==> src/scurve_cfg.svh <==
`ifndef SCURVE_CFG_SVH
`define SCURVE_CFG_SVH

//////////////////////////////////////////////////////////////
// Sweep and measurement lengths
//////////////////////////////////////////////////////////////
`define SCURVE_LAST_DAC 3      // Hardware sweeps up to 1023
`define SCURVE_PULSES 6        // Injections per DAC step
`define SCURVE_LISTEN 4        // Trigger window after each injection

// Settling after the slow-control loader reports done
`define SCURVE_LOAD_DELAY 20   // Hardware uses 2800

`define SCURVE_FIFO_DEPTH 8

// Stream markers, ASCII "SC" and end of run
`define SCURVE_HEADER 16'h5343
`define SCURVE_TRAILER 16'hFF45

`endif

==> src/scurvePkg.sv <==
package scurvePkg;

  //////////////////////////////////////////////////////////////
  // Run and slow-control records
  //////////////////////////////////////////////////////////////
  typedef struct packed {
    logic singleChn;       // High for one channel only
    logic [5:0] testChn;   // Channel of a single-channel run
    logic ctestSel;        // High: CTest pin, low: input pin
  } runConfigT;

  typedef struct packed {
    logic [63:0] ctestChn;     // One-hot CTest select
    logic [9:0] dac10;         // LSB first as the ASIC shifts it in
    logic [191:0] discriMask;  // Three discriminators per channel
  } scParamsT;

  //////////////////////////////////////////////////////////////
  // State machines
  //////////////////////////////////////////////////////////////
  typedef enum logic [4:0] {
    ctrlIdle,
    ctrlHeader,
    ctrlSetChannel,
    ctrlWriteChannel,
    ctrlSetDac,
    ctrlWriteDac,
    ctrlLoad,
    ctrlWaitLoad,
    ctrlStartTest,
    ctrlWaitTest,
    ctrlWaitData,
    ctrlGetData,
    ctrlPutData,
    ctrlNextDac,
    ctrlNextChannel,
    ctrlTrailer,
    ctrlDone
  } ctrlStateT;

  typedef enum logic [1:0] {cntIdle, cntInject, cntListen, cntHold} counterStateT;

endpackage

==> src/triggerCounter.sv <==
`timescale 1ns/1ns
`include "scurve_cfg.svh"

module triggerCounter (
  input  logic        Clk,
  input  logic        reset_n,
  input  logic        MeasureStart,
  input  logic        Trigger,
  input  logic        CountRdEn,
  output logic        Inject,
  output logic        MeasureDone,
  output logic        CountEmpty,
  output logic [15:0] CountWord
);
  import scurvePkg::*;

  localparam int HitW = $clog2(`SCURVE_PULSES + 1);
  localparam int PulseW = $clog2(`SCURVE_PULSES + 1);
  localparam int ListenW = $clog2(`SCURVE_LISTEN + 1);

  counterStateT state;
  logic [PulseW-1:0] pulseCnt;
  logic [ListenW-1:0] listenCnt;
  logic [HitW-1:0] hitCnt;
  logic [HitW-1:0] hitNext;
  logic hitSeen;   // One hit per window at most
  logic hitNow;
  logic lastCycle;
  logic [15:0] countHold;

  assign hitNow = (state == cntListen) && Trigger && !hitSeen;
  assign hitNext = hitCnt + HitW'(hitNow);
  assign lastCycle = (state == cntListen) && (listenCnt == ListenW'(`SCURVE_LISTEN - 1)) &&
                     (pulseCnt == PulseW'(`SCURVE_PULSES - 1));

  assign Inject = (state == cntInject);
  assign MeasureDone = (state == cntHold);   // Single cycle, hold lasts one clock
  assign CountWord = countHold;

  always_ff @(posedge Clk or negedge reset_n) begin
    if (!reset_n) begin
      state <= cntIdle;
      pulseCnt <= '0;
      listenCnt <= '0;
      hitCnt <= '0;
      hitSeen <= 1'b0;
    end else begin
      case (state)
        cntIdle: begin
          pulseCnt <= '0;
          hitCnt <= '0;
          if (MeasureStart) state <= cntInject;
        end
        cntInject: begin
          listenCnt <= '0;
          hitSeen <= 1'b0;
          state <= cntListen;
        end
        cntListen: begin
          hitCnt <= hitNext;
          if (hitNow) hitSeen <= 1'b1;
          if (listenCnt == ListenW'(`SCURVE_LISTEN - 1)) begin
            if (lastCycle) begin
              state <= cntHold;
            end else begin
              pulseCnt <= pulseCnt + 1'b1;
              state <= cntInject;   // Next injection
            end
          end else begin
            listenCnt <= listenCnt + 1'b1;
          end
        end
        default: state <= cntIdle;   // cntHold
      endcase
    end
  end

  // One-word hold toward the controller
  always_ff @(posedge Clk or negedge reset_n) begin
    if (!reset_n) CountEmpty <= 1'b1;
    else if (lastCycle) CountEmpty <= 1'b0;
    else if (CountRdEn) CountEmpty <= 1'b1;
  end

  always_ff @(posedge Clk) begin
    if (lastCycle) countHold <= 16'(hitNext);
  end

endmodule

==> src/scurveTestControl.sv <==
`timescale 1ns/1ns
`include "scurve_cfg.svh"

module scurveTestControl (
  input  logic                 Clk,
  input  logic                 reset_n,
  input  logic                 TestStart,
  input  scurvePkg::runConfigT RunConfig,
  input  logic                 ConfigDone,
  input  logic                 MeasureDone,
  input  logic                 CountEmpty,
  input  logic                 UsbFull,
  input  logic                 TransmitDone,
  input  logic [15:0]          CountWord,
  output scurvePkg::scParamsT  ScParams,
  output logic                 ScParamLoad,
  output logic                 MeasureStart,
  output logic                 CountRdEn,
  output logic                 UsbWrEn,
  output logic                 TestDone,
  output logic [15:0]          UsbDin
);
  import scurvePkg::*;

  localparam int LoadW = $clog2(`SCURVE_LOAD_DELAY + 1);
  localparam logic [191:0] MaskTop = {3'b111, 189'b0};   // Channel 0 sits at the top

  ctrlStateT state;
  logic singleRun;
  logic ctestRun;
  logic [5:0] chnCnt;
  logic [9:0] dacCode;
  logic [LoadW-1:0] loadCnt;
  logic [7:0] maskShift;

  assign maskShift = 8'(chnCnt) * 8'd3;

  // The ASIC takes the DAC code LSB first
  function automatic logic [9:0] reverseBits(input logic [9:0] code);
    logic [9:0] rev;
    for (int i = 0; i < 10; i++) begin
      rev[i] = code[9 - i];
    end
    return rev;
  endfunction

  always_ff @(posedge Clk or negedge reset_n) begin
    if (!reset_n) begin
      state <= ctrlIdle;
      singleRun <= 1'b0;
      ctestRun <= 1'b0;
      chnCnt <= '0;
      dacCode <= '0;
      loadCnt <= '0;
      ScParams.ctestChn <= '0;
      ScParams.dac10 <= '0;
      ScParams.discriMask <= '1;
      ScParamLoad <= 1'b0;
      MeasureStart <= 1'b0;
      CountRdEn <= 1'b0;
      UsbWrEn <= 1'b0;
      TestDone <= 1'b0;
      UsbDin <= '0;
    end else begin
      case (state)
        ////////////////////////////////////////////////////////////
        // Run setup
        ////////////////////////////////////////////////////////////
        ctrlIdle: begin
          ScParams.ctestChn <= '0;
          ScParams.dac10 <= '0;
          ScParams.discriMask <= '1;   // All discriminators masked
          dacCode <= '0;
          loadCnt <= '0;
          UsbWrEn <= 1'b0;
          if (TestStart) begin
            singleRun <= RunConfig.singleChn;
            ctestRun <= RunConfig.ctestSel;
            chnCnt <= RunConfig.singleChn ? RunConfig.testChn : 6'd0;
            UsbDin <= `SCURVE_HEADER;
            state <= ctrlHeader;
          end
        end
        ctrlHeader: begin
          UsbWrEn <= 1'b1;
          state <= ctrlSetChannel;
        end
        ctrlSetChannel: begin
          UsbWrEn <= 1'b0;
          ScParams.ctestChn <= ctestRun ? (64'd1 << chnCnt) : 64'd0;
          ScParams.discriMask <= MaskTop >> maskShift;
          // 'C' for one channel, 'c' for the full sweep
          UsbDin <= {singleRun ? 8'h43 : 8'h63, 2'b00, chnCnt};
          state <= ctrlWriteChannel;
        end
        ctrlWriteChannel: begin
          UsbWrEn <= 1'b1;
          state <= ctrlSetDac;
        end
        ////////////////////////////////////////////////////////////
        // One DAC step
        ////////////////////////////////////////////////////////////
        ctrlSetDac: begin
          UsbWrEn <= 1'b0;
          ScParams.dac10 <= reverseBits(dacCode);
          UsbDin <= {4'hD, 2'b00, dacCode};
          state <= ctrlWriteDac;
        end
        ctrlWriteDac: begin
          UsbWrEn <= 1'b1;
          state <= ctrlLoad;
        end
        ctrlLoad: begin
          UsbWrEn <= 1'b0;
          ScParamLoad <= 1'b1;
          state <= ctrlWaitLoad;
        end
        ctrlWaitLoad: begin
          ScParamLoad <= 1'b0;
          if (loadCnt == LoadW'(`SCURVE_LOAD_DELAY)) begin
            loadCnt <= '0;
            state <= ctrlStartTest;
          end else if (ConfigDone || loadCnt != '0) begin
            loadCnt <= loadCnt + 1'b1;   // Settling after config done
          end
        end
        ctrlStartTest: begin
          MeasureStart <= 1'b1;
          state <= ctrlWaitTest;
        end
        ctrlWaitTest: begin
          MeasureStart <= 1'b0;
          if (MeasureDone) state <= ctrlWaitData;
        end
        ctrlWaitData: begin
          UsbWrEn <= 1'b0;
          if (CountEmpty) begin
            state <= ctrlNextDac;
          end else begin
            CountRdEn <= 1'b1;
            state <= ctrlGetData;
          end
        end
        ctrlGetData: begin
          CountRdEn <= 1'b0;
          UsbDin <= CountWord;   // Still valid in the read cycle
          state <= ctrlPutData;
        end
        ctrlPutData: begin
          if (!UsbFull) begin
            UsbWrEn <= 1'b1;
            state <= ctrlWaitData;
          end
        end
        ////////////////////////////////////////////////////////////
        // Sweep bookkeeping and run end
        ////////////////////////////////////////////////////////////
        ctrlNextDac: begin
          if (dacCode == 10'(`SCURVE_LAST_DAC)) begin
            dacCode <= '0;
            state <= ctrlNextChannel;
          end else begin
            dacCode <= dacCode + 1'b1;
            state <= ctrlSetDac;
          end
        end
        ctrlNextChannel: begin
          if (singleRun || chnCnt == 6'd63) begin
            UsbDin <= `SCURVE_TRAILER;
            state <= ctrlTrailer;
          end else begin
            chnCnt <= chnCnt + 1'b1;
            state <= ctrlSetChannel;
          end
        end
        ctrlTrailer: begin
          UsbWrEn <= 1'b1;
          TestDone <= 1'b1;
          state <= ctrlDone;
        end
        ctrlDone: begin
          UsbWrEn <= 1'b0;
          if (TransmitDone) begin
            TestDone <= 1'b0;
            state <= ctrlIdle;
          end
        end
        default: state <= ctrlIdle;
      endcase
    end
  end

endmodule

==> src/usbWordFifo.sv <==
`timescale 1ns/1ns
`include "scurve_cfg.svh"

module usbWordFifo (
  input  logic        Clk,
  input  logic        reset_n,
  input  logic        WrEn,
  input  logic        RdEn,
  input  logic [15:0] Din,
  output logic [15:0] Dout,
  output logic        Full,
  output logic        Empty
);

  localparam int Depth = `SCURVE_FIFO_DEPTH;
  localparam int PtrW = (Depth > 1) ? $clog2(Depth) : 1;
  localparam int CntW = $clog2(Depth + 1);

  logic [15:0] mem [Depth];
  logic [PtrW-1:0] wrPtr;
  logic [PtrW-1:0] rdPtr;
  logic [CntW-1:0] fill;
  logic doWr;
  logic doRd;

  assign Full = (fill == CntW'(Depth));
  assign Empty = (fill == '0);
  assign doWr = WrEn && !Full;    // Overflow dropped
  assign doRd = RdEn && !Empty;

  always_ff @(posedge Clk or negedge reset_n) begin
    if (!reset_n) begin
      wrPtr <= '0;
      rdPtr <= '0;
      fill <= '0;
    end else begin
      if (doWr) wrPtr <= (wrPtr == PtrW'(Depth - 1)) ? '0 : wrPtr + 1'b1;
      if (doRd) rdPtr <= (rdPtr == PtrW'(Depth - 1)) ? '0 : rdPtr + 1'b1;
      case ({doWr, doRd})
        2'b10: fill <= fill + 1'b1;
        2'b01: fill <= fill - 1'b1;
        default: fill <= fill;   // Both or neither
      endcase
    end
  end

  // Storage and read data path
  always_ff @(posedge Clk) begin
    if (doWr) mem[wrPtr] <= Din;
    if (doRd) Dout <= mem[rdPtr];
  end

endmodule

==> src/scurveTop.sv <==
`timescale 1ns/1ns

module scurveTop (
  input  logic                 Clk,
  input  logic                 reset_n,
  input  logic                 TestStart,
  input  scurvePkg::runConfigT RunConfig,
  input  logic                 ConfigDone,
  input  logic                 Trigger,
  input  logic                 TransmitDone,
  input  logic                 UsbRdEn,
  output scurvePkg::scParamsT  ScParams,
  output logic                 ScParamLoad,
  output logic                 Inject,
  output logic [15:0]          UsbDout,
  output logic                 UsbEmpty,
  output logic                 TestDone
);

  // Counter to controller
  logic measureStart;
  logic measureDone;
  logic countEmpty;
  logic countRdEn;
  logic [15:0] countWord;

  // Controller to USB FIFO
  logic usbWrEn;
  logic usbFull;
  logic [15:0] usbDin;

  triggerCounter counter (
    .Clk(Clk),
    .reset_n(reset_n),
    .MeasureStart(measureStart),
    .Trigger(Trigger),
    .CountRdEn(countRdEn),
    .Inject(Inject),
    .MeasureDone(measureDone),
    .CountEmpty(countEmpty),
    .CountWord(countWord)
  );

  scurveTestControl control (
    .Clk(Clk),
    .reset_n(reset_n),
    .TestStart(TestStart),
    .RunConfig(RunConfig),
    .ConfigDone(ConfigDone),
    .MeasureDone(measureDone),
    .CountEmpty(countEmpty),
    .UsbFull(usbFull),
    .TransmitDone(TransmitDone),
    .CountWord(countWord),
    .ScParams(ScParams),
    .ScParamLoad(ScParamLoad),
    .MeasureStart(measureStart),
    .CountRdEn(countRdEn),
    .UsbWrEn(usbWrEn),
    .TestDone(TestDone),
    .UsbDin(usbDin)
  );

  usbWordFifo usbFifo (
    .Clk(Clk),
    .reset_n(reset_n),
    .WrEn(usbWrEn),
    .RdEn(UsbRdEn),
    .Din(usbDin),
    .Dout(UsbDout),
    .Full(usbFull),
    .Empty(UsbEmpty)
  );

endmodule

==> config.mk <==
export PLATFORM = sky130hd
export DESIGN_NAME = scurveTop
export DESIGN_NICKNAME = d
export VERILOG_FILES = /design/src/scurvePkg.sv /design/src/triggerCounter.sv /design/src/scurveTestControl.sv /design/src/usbWordFifo.sv /design/src/scurveTop.sv
export VERILOG_INCLUDE_DIRS = /design/src
export SDC_FILE = /design/constraint.sdc
export NUM_CORES = 1
export LEC_CHECK = 0
export ABC_AREA = 1
export BUFFER_PORTS_ARGS = -buffer_cell sky130_fd_sc_hd__buf_2
export CAP_MARGIN = 20
export CORE_MARGIN = 5
export CORE_UTILIZATION = 50
export DETAILED_ROUTE_END_ITERATION = 12
export PLACE_DENSITY = 0.74
export SLEW_MARGIN = 15
export SYNTH_ARGS = -nofsm -noshare
export SYNTH_HDL_FRONTEND = slang
export SYNTH_SLANG_ARGS = --single-unit
==> constraint.sdc <==
create_clock -name Clk -period 2.4 [get_ports Clk]
set_clock_uncertainty 0.05 [all_clocks]
set_input_delay 0.24 -clock Clk [delete_from_list [all_inputs] [get_ports Clk]]
set_output_delay 0.24 -clock Clk [all_outputs]
set_load 0.01 [all_outputs]
==> summary.txt <==
Outcome
  – Status: finished, violations left
  – Failing checks: negative setup slack

Power and ir drop
  – Tot Pwr: 40400 uW
  – Lkg Pwr: 0.0109 uW
  – Max IR drop VDD: 0.875 mV
  – Clk pwr share: 20.7%
  – Sw frac: 42.1%
  – Seq pwr share: 33.7%
  – P_int: 23400 uW
  – Combinational share of power: 45.6%
  – Power per standard cell area: 1540 mW/mm2
  – Net Sw Power: 17000 uW

Clocking
  – Clk_lat worst skew: 0.60 ns
  – H-Tree Depth: 2
  – # clock sinks: 475
  – TritonCTS clock tree: built
  – Root Buffer Master: clkbuf_16
  – Clock buffer depth: 3
  – CTS buffer count: 51
  – Clk slew on worst S/H paths: 0.06 ns

Timing
  – Fin Setup TNS: -0.747 ns
  – Final hold viol count: 0
  – Final min period: 2.52 ns
  – Fmax: 0.396 GHz
  – Final setup viols: 22
  – Tcrit/Tclk final: 105%
  – Max_slew headroom: 33.5%
  – Final worst slack: -0.122 ns
  – RSZ-0062 raised after global routing: yes
  – Worst-Margin Slew: 0.996 ns
  – Final Max Tran Viols: 0

Synth
  – Mean Syn Cell Area: 9.42 um2
  – Post-Synthesis Cells: 2224
  – Seq cells post-synth: 475
  – Sequential share of the synthesized area: 61.2%
  – Yosys cell types: 41
  – Syn_nets: 2269
  – Mapped cell area: 0.0209 mm2
  – Ys Warns: 0

Route
  – Drt wl/cell: 20.4 um
  – Via count: 18000
  – Final ANT Viol Nets: 0
  – Drt initial violations: 2035
  – Vias per cell: 5.73
  – Drt pass-1 iters: 5
  – Detailed Route WL: 64100 um
  – DR DRC count: 0

Hold path
  – Min-Delay Path Class: in -> reg

Finish
  – Final std cells w/o fill: 3137
  – Share of layout cells above drive strength 1: 32.8%
  – # nets final: 2600
  – Final instance area: 0.0263 mm2
  – Ant. Diodes: 0
  – Area Overhead vs Synth: 25.6%

Critical path
  – Crit end category: flip-flop
  – Crit start category: flip-flop
  – Critical path required time: 2.87 ns
  – Arrival @ worst endpoint: 2.99 ns
  – CP Max Fanout: 8
  – Crit Path Class: reg -> reg

Floorplanning
  – Die width: 215 um
  – IO Count: 301
  – Die ar.: 0.0461 mm2
  – Row count: 75
  – Die height: 215 um
  – Core area: 0.0417 mm2
  – Starting density of the core: 50.3%

GRT
  – Vias in the first global route: 17500
  – Congestion Overflow GR: 0
  – Gr usage total: 26.1%
  – Initial antenna violation count: 0
  – First-pass GRT wire length: 97700 um
  – Largest net degree at the start of global routing: 118

Place
  – GP Congestion: 0.932
  – Placed Area: 0.0234 mm2
  – PortBufs: 300
  – Hpwl dp: 41600 um
  – Placed insts: 3018

Flow run
  – Max Cap Violations: 0
==> sequential cells by signal, summed over array words and instances (netlist names), 4 cells and up <==
| signal | cells |
|---|---|
| control.UsbDin | 15 |
| control.ScParams | 266 |
| control.dacCode | 10 |
| usbFifo.mem | 120 |
| control.chnCnt | 6 |
| control.loadCnt | 5 |
| usbFifo.fill | 4 |
| control.state | 5 |
| usbFifo.Dout | 15 |
==> routing by layer <==
layer  up-vias  share of wire [%]  track usage, %
met3       177                9.0            5.77
met5         -                  0               0
met1      8804                 41            36.4
met4         0                3.9            8.65
met2       889                 46            41.0
li1       8115                  -               -
==> through the flow <==
| step | util (%) | hold WS [ns] | setup WS, ns |
|---|---|---|---|
| floorplan | - | -0.106 | 0.0552 |
| global placement | 56.2 | 0.199 | -0.175 |
| detailed placement | 56.2 | 0.201 | -0.230 |
| CTS | 60.9 | 0.00220 | -0.0387 |
| global route | 63.2 | 0.0240 | -0.174 |
| finish | 63.2 | 0.0299 | -0.122 |
==> placed cells by master (no fill, tap or decap), types with 37 or more instances in the layout <==
cell and count:
nor2_1 354, nand2_1 301, buf_2 299, dfstp_2 193
a21oi_1 192, nand3_1 177, o21ai_0 170, dfrtp_1 142
edfxtp_1 138, inv_1 111, buf_4 64, clkbuf_16 58
nor2_4 37
==> final timing paths <==
check	slack (ns)	depth (start not counted)	startpoint	end
max in group asynchronous	1.31	3	reset_n	control.ScParams[54]
min in group asynchronous	0.16	2	reset_n	control.ScParams[198]
setup reg to reg	-0.12	12	control.chnCnt[1]	control.ScParams[8]
hold reg to reg	0.43	2	control.CountRdEn	counter.CountEmpty
hold / removal	0.03	5	RunConfig[4]	control.chnCnt[3]
setup / recovery	-0.12	12	control.chnCnt[1]	control.ScParams[8]
==> area by class of cell <==
type	instances	area, um2
multi-input combinational	1492	7730
clock buffer	72	1450
fill	3356	15400
timing repair buffer	410	2810
sequential	475	12800
tap	539	674
clock inverter	24	350
inverter	125	473
==> power groups by stage <==
stage / Sequential [uW] / Clock (uW) / Combinational (uW)
CTS: 13600 / 8480 / 15600
finish: 13600 / 8350 / 18400
detailed placement: 13700 / 0 / 15300
floorplan: 14100 / 0 / 8830
global route: 13900 / 8800 / 19900
global placement: 13600 / 0 / 15000
==> repair_timing <==
| action | in CTS | in global routing |
|---|---|---|
| hold buffers | 7 | 0 |
| buffers inserted | 0 | 11 |
| cloned | 0 | 7 |
| endpoints found under the setup margin | 84 | 192 |
| hold endpoints to repair | 104 | 0 |
| resized for setup | 25 | 190 |
| pin swaps | 3 | 40 |
==> cells by family after synthesis <==
family          after synthesis  synth area share [%]
compound gates              442                  11.1
xor+xnor                      8                 0.335
fa+ha+maj                    30                  1.86
buf+inv                     257                  5.50
flops                       475                  61.2
simple gates               1012                  20.0
==> worst max-delay path, cell delays in order, from the launching register on <==
cell and delay, ns:
dfrtp_1 0.43, ha_4 0.19, fa_2 0.42, inv_2 0.07, nand2_2 0.05, nand2_4 0.10
clkinvlp_4 0.11, buf_12 0.16, nor3_4 0.19, nand2_2 0.15, nor2_2 0.16, nand3_1 0.13
a21oi_1 0.21
==> cells in the mapped netlist, drive strengths merged <==
master	number	area [um2]
nand2	338	1270
o211ai	2	15.0
a22oi	1	7.51
fa	2	40.0
nand3	186	943
o31ai	5	37.5
or2	5	31.3
nor3	35	175
nand4	18	113
xnor2	3	26.3
edfxtp	138	4140
xor2	5	43.8
inv	121	454
nor2	426	1620
buf	72	458
nor4	2	12.5
o21ai	173	866
or3	1	6.26
nor3b	1	7.51
a31oi	15	93.8
dfrtp	144	3600
dfstp	193	5070
a21oi	215	1100
a22o	4	35.0
clkbuf	60	225
a211oi	2	15.0
clkinv	4	15.0
o22ai	24	150
ha	28	350
o32ai	1	8.76
Power figures use the tool's default switching activity.
